===== config.mk =====
export PLATFORM = sky130hd
export DESIGN_NAME = clk_sync_master_top
export DESIGN_NICKNAME = d
export VERILOG_FILES = /design/src/hw/clk_sync_pkg.sv /design/src/hw/calc_result_if.sv /design/src/hw/clk_sync_master_top.sv /design/src/hw/sync_regs.sv /design/src/hw/offset_calc.sv /design/src/hw/mailbox_rx.sv /design/src/hw/cycle_timer.sv
export VERILOG_INCLUDE_DIRS = /design/src /design/src/hw
export SDC_FILE = /design/constraint.sdc
export NUM_CORES = 1
export LEC_CHECK = 0
export BUFFER_PORTS_ARGS = -buffer_cell sky130_fd_sc_hd__buf_4
export CORE_ASPECT_RATIO = 0.8
export CORE_UTILIZATION = 40
export DETAILED_ROUTE_END_ITERATION = 16
export SYNTH_ARGS = -nofsm -noshare
export SYNTH_HDL_FRONTEND = slang
export SYNTH_HIERARCHICAL = 1
export SYNTH_SLANG_ARGS = --single-unit
export TNS_END_PERCENT = 30

===== constraint.sdc =====
create_clock -name clk_i -period 15.09 [get_ports clk_i]
set_input_delay 0.7545 -clock clk_i [delete_from_list [all_inputs] [get_ports clk_i]]
set_output_delay 0.7545 -clock clk_i [all_outputs]
set_load 0.01 [all_outputs]

===== src/hw/clk_sync_macros.svh =====
`ifndef CLK_SYNC_MACROS_SVH
`define CLK_SYNC_MACROS_SVH

// Ring size.
`define CS_NODES 4
`define CS_NODE_W 2

// Local time and receive bus widths.
`define CS_TS_W 16
`define CS_PTR_W 8

// High-priority mailbox map. The low-priority area sits below CS_HP_BASE.
`define CS_HP_BASE 32
`define CS_MSG_LEN 16
`define CS_FLAG_OFS 2
`define CS_TS_OFS 4

`define CS_PERIOD_RST 199
`define CS_FOLD_LIM 16384
`define CS_FOLD_STEP 32768

`define CS_APB_AW 8

`endif

===== src/hw/clk_sync_pkg.sv =====
`default_nettype none

`include "clk_sync_macros.svh"

package clk_sync_pkg;

	// Offset calculator steps, six per node.
	typedef enum logic [2:0] {
		S_IDLE,
		S_ADD0,
		S_ADD1,
		S_SUB2,
		S_SUB3,
		S_FOLD,
		S_STORE
	} calc_state_t;

	typedef enum logic [`CS_APB_AW-1:0] {
		REG_PERIOD  = 8'h00,
		REG_STATUS  = 8'h04,
		REG_COUNT   = 8'h08,
		REG_SNAP_TX = 8'h0C,
		REG_SNAP_RX = 8'h10,
		REG_OFFSET0 = 8'h20, // One word per node.
		REG_DELAY0  = 8'h30  // One word per node.
	} reg_addr_t;

endpackage

`default_nettype wire


===== src/hw/calc_result_if.sv =====
`default_nettype none

`include "clk_sync_macros.svh"

interface calc_result_if;

	logic wr; // One cycle per finished node.
	logic [`CS_NODE_W-1:0] node;
	logic [`CS_TS_W-1:0] offset;
	logic [`CS_TS_W-1:0] delay;
	logic busy; // Whole calculation in progress.

	modport calc (
		output wr,
		output node,
		output offset,
		output delay,
		output busy
	);

	modport regs (
		input wr,
		input node,
		input offset,
		input delay,
		input busy
	);

endinterface

`default_nettype wire


===== src/hw/clk_sync_master_top.sv =====
`default_nettype none

`include "clk_sync_macros.svh"

module clk_sync_master_top (
	input wire clk_i,
	input wire arst_n_i,
	input wire [`CS_APB_AW-1:0] paddr_i,
	input wire psel_i,
	input wire penable_i,
	input wire pwrite_i,
	input wire [31:0] pwdata_i,
	output logic [31:0] prdata_o,
	output logic pready_o,
	output logic pslverr_o,
	input wire [`CS_PTR_W-1:0] rx_addr_i,
	input wire [7:0] rx_data_i,
	input wire rx_we_i,
	input wire snap_tx_i,
	input wire snap_rx_i,
	output logic [`CS_NODES-1:0] scope_trigger_o
);

	logic cycle_pulse;
	logic [`CS_TS_W-1:0] snap_tx;
	logic [`CS_TS_W-1:0] snap_rx;
	logic [`CS_TS_W-1:0] period;
	logic [`CS_NODE_W-1:0] rd_node;
	logic [1:0] rd_slot;
	logic [`CS_TS_W-1:0] rd_ts;
	logic [`CS_NODES-1:0] rx_ok;
	logic [`CS_NODES-1:0] sync_ok;
	logic [`CS_NODES-1:0] slave_rdy;

	calc_result_if calc_res ();

	cycle_timer i_cycle_timer (
		.clk_i(clk_i),
		.arst_n_i(arst_n_i),
		.period_i(period),
		.snap_tx_i(snap_tx_i),
		.snap_rx_i(snap_rx_i),
		.cycle_pulse_o(cycle_pulse),
		.snap_tx_o(snap_tx),
		.snap_rx_o(snap_rx)
	);

	mailbox_rx i_mailbox_rx (
		.clk_i(clk_i),
		.arst_n_i(arst_n_i),
		.rx_addr_i(rx_addr_i),
		.rx_data_i(rx_data_i),
		.rx_we_i(rx_we_i),
		.cycle_pulse_i(cycle_pulse),
		.rd_node_i(rd_node),
		.rd_slot_i(rd_slot),
		.rd_ts_o(rd_ts),
		.rx_ok_o(rx_ok),
		.sync_ok_o(sync_ok),
		.slave_rdy_o(slave_rdy),
		.scope_trigger_o(scope_trigger_o)
	);

	offset_calc i_offset_calc (
		.clk_i(clk_i),
		.arst_n_i(arst_n_i),
		.cycle_pulse_i(cycle_pulse),
		.snap_tx_i(snap_tx),
		.snap_rx_i(snap_rx),
		.rd_node_o(rd_node),
		.rd_slot_o(rd_slot),
		.rd_ts_i(rd_ts),
		.res(calc_res)
	);

	sync_regs i_sync_regs (
		.clk_i(clk_i),
		.arst_n_i(arst_n_i),
		.paddr_i(paddr_i),
		.psel_i(psel_i),
		.penable_i(penable_i),
		.pwrite_i(pwrite_i),
		.pwdata_i(pwdata_i),
		.prdata_o(prdata_o),
		.pready_o(pready_o),
		.pslverr_o(pslverr_o),
		.period_o(period),
		.snap_tx_i(snap_tx),
		.snap_rx_i(snap_rx),
		.rx_ok_i(rx_ok),
		.sync_ok_i(sync_ok),
		.slave_rdy_i(slave_rdy),
		.scope_trigger_i(scope_trigger_o),
		.res(calc_res)
	);

endmodule

`default_nettype wire


===== src/hw/sync_regs.sv =====
`default_nettype none

`include "clk_sync_macros.svh"

module sync_regs (
	input wire clk_i,
	input wire arst_n_i,
	input wire [`CS_APB_AW-1:0] paddr_i,
	input wire psel_i,
	input wire penable_i,
	input wire pwrite_i,
	input wire [31:0] pwdata_i,
	output logic [31:0] prdata_o,
	output logic pready_o,
	output logic pslverr_o,
	output logic [`CS_TS_W-1:0] period_o,
	input wire [`CS_TS_W-1:0] snap_tx_i,
	input wire [`CS_TS_W-1:0] snap_rx_i,
	input wire [`CS_NODES-1:0] rx_ok_i,
	input wire [`CS_NODES-1:0] sync_ok_i,
	input wire [`CS_NODES-1:0] slave_rdy_i,
	input wire [`CS_NODES-1:0] scope_trigger_i,
	calc_result_if.regs res
);

	localparam logic [`CS_TS_W-1:0] PERIOD_RST = `CS_PERIOD_RST;

	logic [`CS_TS_W-1:0] offset_r [`CS_NODES];
	logic [`CS_TS_W-1:0] delay_r [`CS_NODES];
	logic [15:0] calc_cnt;
	logic busy_q;
	logic [`CS_APB_AW-1:0] ofs_rel;
	logic [`CS_APB_AW-1:0] dly_rel;
	logic is_ofs;
	logic is_dly;
	logic mapped;
	logic access;

	assign access = psel_i && penable_i;
	assign ofs_rel = paddr_i - clk_sync_pkg::REG_OFFSET0;
	assign dly_rel = paddr_i - clk_sync_pkg::REG_DELAY0;
	assign is_ofs = ofs_rel < 4 * `CS_NODES && paddr_i[1:0] == 2'b00;
	assign is_dly = dly_rel < 4 * `CS_NODES && paddr_i[1:0] == 2'b00;

	always_comb begin
		mapped = 1'b1;
		prdata_o = '0;
		case (paddr_i)
			clk_sync_pkg::REG_PERIOD: prdata_o = 32'(period_o);
			clk_sync_pkg::REG_STATUS:
				prdata_o = 32'({scope_trigger_i, slave_rdy_i, sync_ok_i, rx_ok_i});
			clk_sync_pkg::REG_COUNT: prdata_o = 32'(calc_cnt);
			clk_sync_pkg::REG_SNAP_TX: prdata_o = 32'(snap_tx_i);
			clk_sync_pkg::REG_SNAP_RX: prdata_o = 32'(snap_rx_i);
			default: begin
				if (is_ofs)
					prdata_o = 32'(offset_r[ofs_rel[`CS_NODE_W+1:2]]);
				else if (is_dly)
					prdata_o = 32'(delay_r[dly_rel[`CS_NODE_W+1:2]]);
				else
					mapped = 1'b0;
			end
		endcase
	end

	// Only the period is writable.
	assign pready_o = 1'b1;
	assign pslverr_o = access && (!mapped || (pwrite_i && paddr_i != clk_sync_pkg::REG_PERIOD));

	always_ff @(posedge clk_i or negedge arst_n_i) begin
		if (!arst_n_i) begin
			period_o <= PERIOD_RST;
			calc_cnt <= '0;
			busy_q <= 1'b0;
		end else begin
			busy_q <= res.busy;
			if (busy_q && !res.busy)
				calc_cnt <= calc_cnt + 1'b1; // End of a full pass.
			if (access && pwrite_i && paddr_i == clk_sync_pkg::REG_PERIOD)
				period_o <= pwdata_i[`CS_TS_W-1:0];
		end
	end

	always_ff @(posedge clk_i) begin
		if (res.wr) begin
			offset_r[res.node] <= res.offset;
			delay_r[res.node] <= res.delay;
		end
	end

endmodule

`default_nettype wire


===== src/hw/offset_calc.sv =====
`default_nettype none

`include "clk_sync_macros.svh"

module offset_calc (
	input wire clk_i,
	input wire arst_n_i,
	input wire cycle_pulse_i,
	input wire [`CS_TS_W-1:0] snap_tx_i,
	input wire [`CS_TS_W-1:0] snap_rx_i,
	output logic [`CS_NODE_W-1:0] rd_node_o,
	output logic [1:0] rd_slot_o,
	input wire [`CS_TS_W-1:0] rd_ts_i,
	calc_result_if.calc res
);

	localparam int LAST_NODE = `CS_NODES - 1;
	localparam logic [`CS_TS_W-1:0] FOLD_STEP = `CS_FOLD_STEP;

	clk_sync_pkg::calc_state_t state;
	logic [`CS_NODE_W-1:0] node;
	logic [`CS_TS_W-1:0] acc_d;
	logic [`CS_TS_W-1:0] acc_o;
	logic [`CS_TS_W-1:0] snap_tx_q;
	logic [`CS_TS_W-1:0] snap_rx_q;
	logic [`CS_TS_W-1:0] t2;
	logic [`CS_TS_W-1:0] t3;

	// Node 0 talks to the master itself.
	assign t2 = (node == '0) ? snap_tx_q : rd_ts_i;
	assign t3 = (node == '0) ? snap_rx_q : rd_ts_i;

	always_comb begin
		rd_node_o = node;
		rd_slot_o = 2'd0;
		case (state)
			clk_sync_pkg::S_ADD1: rd_slot_o = 2'd1;
			clk_sync_pkg::S_SUB2: begin
				rd_node_o = node - 1'b1; // Previous node in the chain.
				rd_slot_o = 2'd2;
			end
			clk_sync_pkg::S_SUB3: begin
				rd_node_o = node - 1'b1;
				rd_slot_o = 2'd3;
			end
			default: rd_slot_o = 2'd0;
		endcase
	end

	always_ff @(posedge clk_i or negedge arst_n_i) begin
		if (!arst_n_i) begin
			state <= clk_sync_pkg::S_IDLE;
			node <= '0;
		end else begin
			case (state)
				clk_sync_pkg::S_IDLE: begin
					node <= '0;
					if (cycle_pulse_i)
						state <= clk_sync_pkg::S_ADD0;
				end
				clk_sync_pkg::S_ADD0: state <= clk_sync_pkg::S_ADD1;
				clk_sync_pkg::S_ADD1: state <= clk_sync_pkg::S_SUB2;
				clk_sync_pkg::S_SUB2: state <= clk_sync_pkg::S_SUB3;
				clk_sync_pkg::S_SUB3: state <= clk_sync_pkg::S_FOLD;
				clk_sync_pkg::S_FOLD: state <= clk_sync_pkg::S_STORE;
				default: begin
					node <= node + 1'b1;
					if (node == LAST_NODE[`CS_NODE_W-1:0])
						state <= clk_sync_pkg::S_IDLE;
					else
						state <= clk_sync_pkg::S_ADD0;
				end
			endcase
		end
	end

	// delay = t0 - t1 - t2 + t3, offset = t0 + t1 - t2 - t3.
	always_ff @(posedge clk_i) begin
		case (state)
			clk_sync_pkg::S_IDLE: begin
				if (cycle_pulse_i) begin
					snap_tx_q <= snap_tx_i;
					snap_rx_q <= snap_rx_i;
				end
			end
			clk_sync_pkg::S_ADD0: begin
				acc_d <= rd_ts_i;
				acc_o <= rd_ts_i;
			end
			clk_sync_pkg::S_ADD1: begin
				acc_d <= acc_d - rd_ts_i;
				acc_o <= acc_o + rd_ts_i;
			end
			clk_sync_pkg::S_SUB2: begin
				acc_d <= acc_d - t2;
				acc_o <= acc_o - t2;
			end
			clk_sync_pkg::S_SUB3: begin
				acc_d <= acc_d + t3;
				acc_o <= acc_o - t3;
			end
			clk_sync_pkg::S_FOLD: begin
				if ($signed(acc_o) > `CS_FOLD_LIM)
					acc_o <= acc_o - FOLD_STEP;
				else if ($signed(acc_o) < -`CS_FOLD_LIM)
					acc_o <= acc_o + FOLD_STEP;
			end
			default: ;
		endcase
	end

	assign res.wr = state == clk_sync_pkg::S_STORE;
	assign res.node = node;
	assign res.offset = acc_o;
	assign res.delay = acc_d;
	assign res.busy = state != clk_sync_pkg::S_IDLE;

endmodule

`default_nettype wire


===== src/hw/mailbox_rx.sv =====
`default_nettype none

`include "clk_sync_macros.svh"

module mailbox_rx (
	input wire clk_i,
	input wire arst_n_i,
	input wire [`CS_PTR_W-1:0] rx_addr_i,
	input wire [7:0] rx_data_i,
	input wire rx_we_i,
	input wire cycle_pulse_i,
	input wire [`CS_NODE_W-1:0] rd_node_i,
	input wire [1:0] rd_slot_i,
	output logic [`CS_TS_W-1:0] rd_ts_o,
	output logic [`CS_NODES-1:0] rx_ok_o,
	output logic [`CS_NODES-1:0] sync_ok_o,
	output logic [`CS_NODES-1:0] slave_rdy_o,
	output logic [`CS_NODES-1:0] scope_trigger_o
);

	localparam int SLOTS = 4;
	localparam logic [`CS_PTR_W-1:0] HP_BASE = `CS_HP_BASE;
	localparam logic [`CS_PTR_W-1:0] MSG_LEN = `CS_MSG_LEN;
	localparam logic [`CS_PTR_W-1:0] FLAG_OFS = `CS_FLAG_OFS;
	localparam logic [`CS_PTR_W-1:0] TS_OFS = `CS_TS_OFS;

	logic [`CS_PTR_W-1:0] rel;
	logic [`CS_PTR_W-1:0] msg_idx;
	logic [`CS_PTR_W-1:0] byte_ofs;
	logic [`CS_PTR_W-1:0] ts_ofs;
	logic [`CS_NODE_W-1:0] wr_node;
	logic [1:0] wr_slot;
	logic in_area;
	logic ts_write;
	logic ts_lo_we;
	logic ts_hi_we;
	logic flag_lo_we;
	logic flag_hi_we;

	logic [7:0] ts_lo_mem [`CS_NODES*SLOTS];
	logic [7:0] ts_hi_mem [`CS_NODES*SLOTS];
	logic [15:0] flags [`CS_NODES];
	logic [`CS_NODES-1:0] rdy1;
	logic [`CS_NODES-1:0] rdy2;
	logic [`CS_NODES-1:0] chain_ok;
	logic [`CS_NODES-1:0] complete;
	logic [`CS_NODES-1:0] flag0;
	logic [`CS_NODES-1:0] flag1;
	logic [`CS_NODES-1:0] flag2;

	// Receive address decode.
	assign rel = rx_addr_i - HP_BASE;
	assign msg_idx = rel / MSG_LEN;
	assign byte_ofs = rel % MSG_LEN;
	assign ts_ofs = byte_ofs - TS_OFS;
	assign wr_node = msg_idx[`CS_NODE_W-1:0];
	assign wr_slot = ts_ofs[2:1];
	assign in_area = rx_we_i && rx_addr_i >= HP_BASE && msg_idx < `CS_NODES;
	assign ts_write = in_area && byte_ofs >= TS_OFS && byte_ofs < TS_OFS + 2 * SLOTS;
	assign ts_lo_we = ts_write && !ts_ofs[0];
	assign ts_hi_we = ts_write && ts_ofs[0];
	assign flag_lo_we = in_area && byte_ofs == FLAG_OFS;
	assign flag_hi_we = in_area && byte_ofs == FLAG_OFS + 1'b1;

	// Node n only counts once node n-1 is complete.
	assign complete = rdy1 & rdy2;
	assign chain_ok = {complete[`CS_NODES-2:0], 1'b1};

	always_comb begin
		for (int n = 0; n < `CS_NODES; n++) begin
			flag0[n] = flags[n][0];
			flag1[n] = flags[n][1];
			flag2[n] = flags[n][2];
		end
	end

	always_ff @(posedge clk_i) begin
		if (ts_lo_we)
			ts_lo_mem[{wr_node, wr_slot}] <= rx_data_i;
		if (ts_hi_we)
			ts_hi_mem[{wr_node, wr_slot}] <= rx_data_i;
	end

	assign rd_ts_o = {ts_hi_mem[{rd_node_i, rd_slot_i}], ts_lo_mem[{rd_node_i, rd_slot_i}]};

	always_ff @(posedge clk_i or negedge arst_n_i) begin
		if (!arst_n_i) begin
			rdy1 <= '0;
			rdy2 <= '0;
			for (int n = 0; n < `CS_NODES; n++)
				flags[n] <= '0;
			rx_ok_o <= '0;
			sync_ok_o <= '0;
			slave_rdy_o <= '0;
			scope_trigger_o <= '0;
		end else if (cycle_pulse_i) begin
			rx_ok_o <= complete;
			sync_ok_o <= complete & flag0;
			slave_rdy_o <= complete & flag0 & flag1;
			scope_trigger_o <= complete & flag2;
			rdy1 <= '0;
			rdy2 <= '0;
			for (int n = 0; n < `CS_NODES; n++)
				flags[n] <= '0; // Timestamps stay.
		end else begin
			if (ts_lo_we && chain_ok[wr_node])
				rdy1[wr_node] <= 1'b1;
			if (ts_hi_we && chain_ok[wr_node] && rdy1[wr_node])
				rdy2[wr_node] <= 1'b1;
			if (flag_lo_we)
				flags[wr_node][7:0] <= rx_data_i;
			if (flag_hi_we)
				flags[wr_node][15:8] <= rx_data_i;
		end
	end

endmodule

`default_nettype wire


===== src/hw/cycle_timer.sv =====
`default_nettype none

`include "clk_sync_macros.svh"

module cycle_timer (
	input wire clk_i,
	input wire arst_n_i,
	input wire [`CS_TS_W-1:0] period_i,
	input wire snap_tx_i,
	input wire snap_rx_i,
	output logic cycle_pulse_o,
	output logic [`CS_TS_W-1:0] snap_tx_o,
	output logic [`CS_TS_W-1:0] snap_rx_o
);

	localparam logic [`CS_TS_W-1:0] PERIOD_RST = `CS_PERIOD_RST;

	logic [`CS_TS_W-1:0] cnt;
	logic [`CS_TS_W-1:0] cur_period;
	logic snap_tx_q;
	logic snap_rx_q;

	always_ff @(posedge clk_i or negedge arst_n_i) begin
		if (!arst_n_i) begin
			cnt <= '0;
			cur_period <= PERIOD_RST;
			cycle_pulse_o <= 1'b0;
			snap_tx_q <= 1'b0;
			snap_rx_q <= 1'b0;
		end else begin
			snap_tx_q <= snap_tx_i;
			snap_rx_q <= snap_rx_i;
			cycle_pulse_o <= 1'b0;
			if (cnt == cur_period) begin
				// Wrap, new period only takes effect here.
				cnt <= '0;
				cur_period <= period_i;
				cycle_pulse_o <= 1'b1;
			end else begin
				cnt <= cnt + 1'b1;
			end
		end
	end

	// Local time of the last transmit and receive events.
	always_ff @(posedge clk_i) begin
		if (snap_tx_q)
			snap_tx_o <= cnt;
		if (snap_rx_q)
			snap_rx_o <= cnt;
	end

endmodule

`default_nettype wire


==> metrics <==
DR WL/cell=24.1 µm; initial core utilization=40.6%; worst endpoint data arrival time=slightly below 9000 ps; Slew @ Worst Pin=1040 ps; Die Ht=234 µm; Critical Path Fanout Max=36; LEAKAGE=10.5 nW; layout cell share with drive strength beyond 1=roughly a fifth; final instance area=about 30000 µm²; via count=15740; Cell Count, Final, Fillers Out=2765; VDD IR max=around 0.12 mV; DRC=0; CP startpoint=i_offset_calc/state[1]; Cell variety after synth=96; Placer Congestion=approximately 0.9; drt pass-1 iters=4; Final period util=55.6%; Clock Path Buffers=3; H-tree Lvls=2; post-synth top area share=53.7%; Synth Area in Adders=2.10%; EDFF count, synth=480; post-synthesis xor/xnor area fraction=under 10%; hold violation total from the final report=0; die area=approximately 70000 µm²; # hold bufs at CTS=0; CTS root buffer=clkbuf_16; Inserted Diodes=0; initial DRC count=between 1500 and 2000; Area Overhead vs Synth=12.3%; TritonCTS buffer count=slightly below 60; antenna violation net count after detailed routing=0; warning count from the yosys run=6; Worst Skew=approximately 87 ps; Routed WL=66600 µm; post-synthesis register bit count=589; Worst-Skew Late Latency=660 ps; Placement Rows=84; total power=around 7 mW; Worst EP required=about 15000 ps; Synth Area per Inst=15.0 µm²; dominant cell type by area after synthesis=edfxtp_1; PortBufs=slightly below 70; critical path class=flip-flop to flip-flop; Max-Cap Viols=0; ranking of synthesized cells by area=edfxtp_1, mux4_2, dfrtp_1, xnor2_1, ha_1; post-CTS sizing=0; CTS tree=done; Core ar.=66000 µm²; DR vias/cell=around 5.7; GR Overflow Total=0; layout net count=1963; critical path launch point type=flip-flop; CP Capture Type=flip-flop; Most used DFF post-synth=edfxtp_1; die width=292 µm; f_max=0.119 GHz; setup slack, reg-to-reg=6700 ps; Slew headroom=30.5%; Reg2Reg Depth=21; RR Startpoint=i_offset_calc/state[1]; pin count of the biggest net entering global routing=69; gr usage total=19.6%; simple-gate share of the synthesized area=approximately 8.4%; Async SR Flop Fraction=18.5%; Cell Area, Synth=26800 µm²; hold crit path type=input pin to async pin; count leader, synth=edfxtp_1; first-pass GRT wire length=about 99000 µm; post-layout util=45.6%; Final setup violation count=0; outcome=complete, no violations; main combinational cell family by area after synthesis=multiplexers; cell area power density=233 nW/µm²; sequential share of the synthesized area=63.9%; setup bufs post-CTS=0; Reg-to-Reg End=i_offset_calc/res.offset[15]; Fin Setup TNS=0 ps; post-DP HPWL=44900 µm; Mapped Cells=approximately 1800; Worst-path clk slew=70 ps; vias in the first global route=between 15000 and 20000; mux share of post-synthesis cell area=12.4%; Placed Area=28200 µm²; DP Cell Count=approximately 2700; max-slew violations=0; antenna violations before repair=1; # IOs=102; # clock sinks=589; RSZ-0062 raised after global routing=false; top post-synthesis cells by count=edfxtp_1, nor2_1, mux4_2, nand2_1, dfrtp_1; min Tclk post-route=~8400 ps; Synth Area in Compound Gates=7.51%; CP endpoint=i_offset_calc/res.offset[15]
-- sequential cells by signal, summed over array words and instances (netlist names), 16 cells and up --
register                  flops
i_mailbox_rx/ts_hi_mem      128
i_mailbox_rx/ts_lo_mem      128
i_sync_regs/delay_r          64
i_sync_regs/offset_r         64
i_cycle_timer/cnt            16
i_cycle_timer/cur_period     16
i_cycle_timer/snap_rx_o      16
i_cycle_timer/snap_tx_o      16
i_offset_calc/res.delay      16
i_offset_calc/res.offset     16
i_offset_calc/snap_rx_q      16
i_offset_calc/snap_tx_q      16
i_sync_regs/calc_cnt         16
i_sync_regs/period_o         16
-- critical path, stage by stage, from the launching register on --
cell and delay (ps):
dfrtp_1 610, nor2b_1 410, nor2b_1 80, buf_4 220
nor2_4 90, buf_4 490, buf_4 690, mux4_2 590
a22oi_1 400, nand2_1 540, or4_1 770, nor4_1 590
a21oi_1 150, o31ai_1 420, o21ai_0 270, ha_1 410
and2_1 190, a22o_1 220, a311o_1 370, a211o_1 270
o211ai_1 110, o311ai_1 160
-- metal layers --
| layer | wire length, µm | vias to the layer above | global-route usage (%) |
|---|---|---|---|
| li1 | - | 7060 | - |
| met1 | 30500 | 8096 | 28.7 |
| met2 | 29700 | 480 | 29.2 |
| met3 | 4580 | 104 | 3.90 |
| met4 | 1790 | 0 | 6.38 |
| met5 | 0 | - | 0 |
-- power by group --
part | internal [mW] | switching (mW) | total, mW
Sequential | 2.04 | 0.161 | 2.20
Clock | 0.810 | 0.644 | 1.45
Combinational | 1.27 | 2.10 | 3.36
Total | 4.11 | 2.90 | 7.01
-- metrics by stage --
stage	hold WS (ps)	setup slack [ps]
4_1_cts	84.9	6800
3_5_place_dp	434	6850
6_report	91.5	6700
5_1_grt	117	6220
3_3_place_gp	430	6920
2_1_floorplan	421	8780
-- kinds of logic after synthesis --
group | after synthesis
other | 2
DFF | 589
xor gates and xnor gates | 87
buffers and inverters | 154
adders and majority gates | 44
AOI/OAI and AO/OA | 302
and+or+nand+nor | 429
muxes | 181
-- cells in the final DEF, fill, tap and decap left out, types with 31 or more instances in the layout --
master | synthesis | routed
buf_4 | 17 | 102
mux4_2 | 112 | 112
ha_1 | 41 | 41
nor2_1 | 115 | 111
inv_1 | 43 | 42
nand3_1 | 31 | 31
dfrtp_1 | 99 | 99
nand2b_1 | 31 | 31
clkbuf_16 | 0 | 60
xnor2_1 | 64 | 63
nand2_1 | 108 | 108
edfxtp_1 | 480 | 480
a21oi_1 | 50 | 50
a22oi_1 | 66 | 66
o21ai_0 | 72 | 72
-- layout make-up --
cell class	instances	area (µm²)
fillers	5784	35900
multi-input cells	1060	9020
inverters	44	165
clock buffers	70	1550
clock inverters	40	392
well taps	860	1080
repair buffers	102	766
flip-flops and latches	589	17200
-- worst min path at each step --
stage / slack [ps] / end
global route: 120 / i_mailbox_rx/rdy2[2]
global placement: 430 / i_offset_calc/snap_tx_q[3]
floorplan: 420 / i_offset_calc/snap_tx_q[0]
finish: 90 / i_sync_regs/period_o[12]
detailed placement: 430 / i_offset_calc/snap_rx_q[3]
CTS: 80 / i_mailbox_rx/flag2[0]
Power figures use the tool's default switching activity.
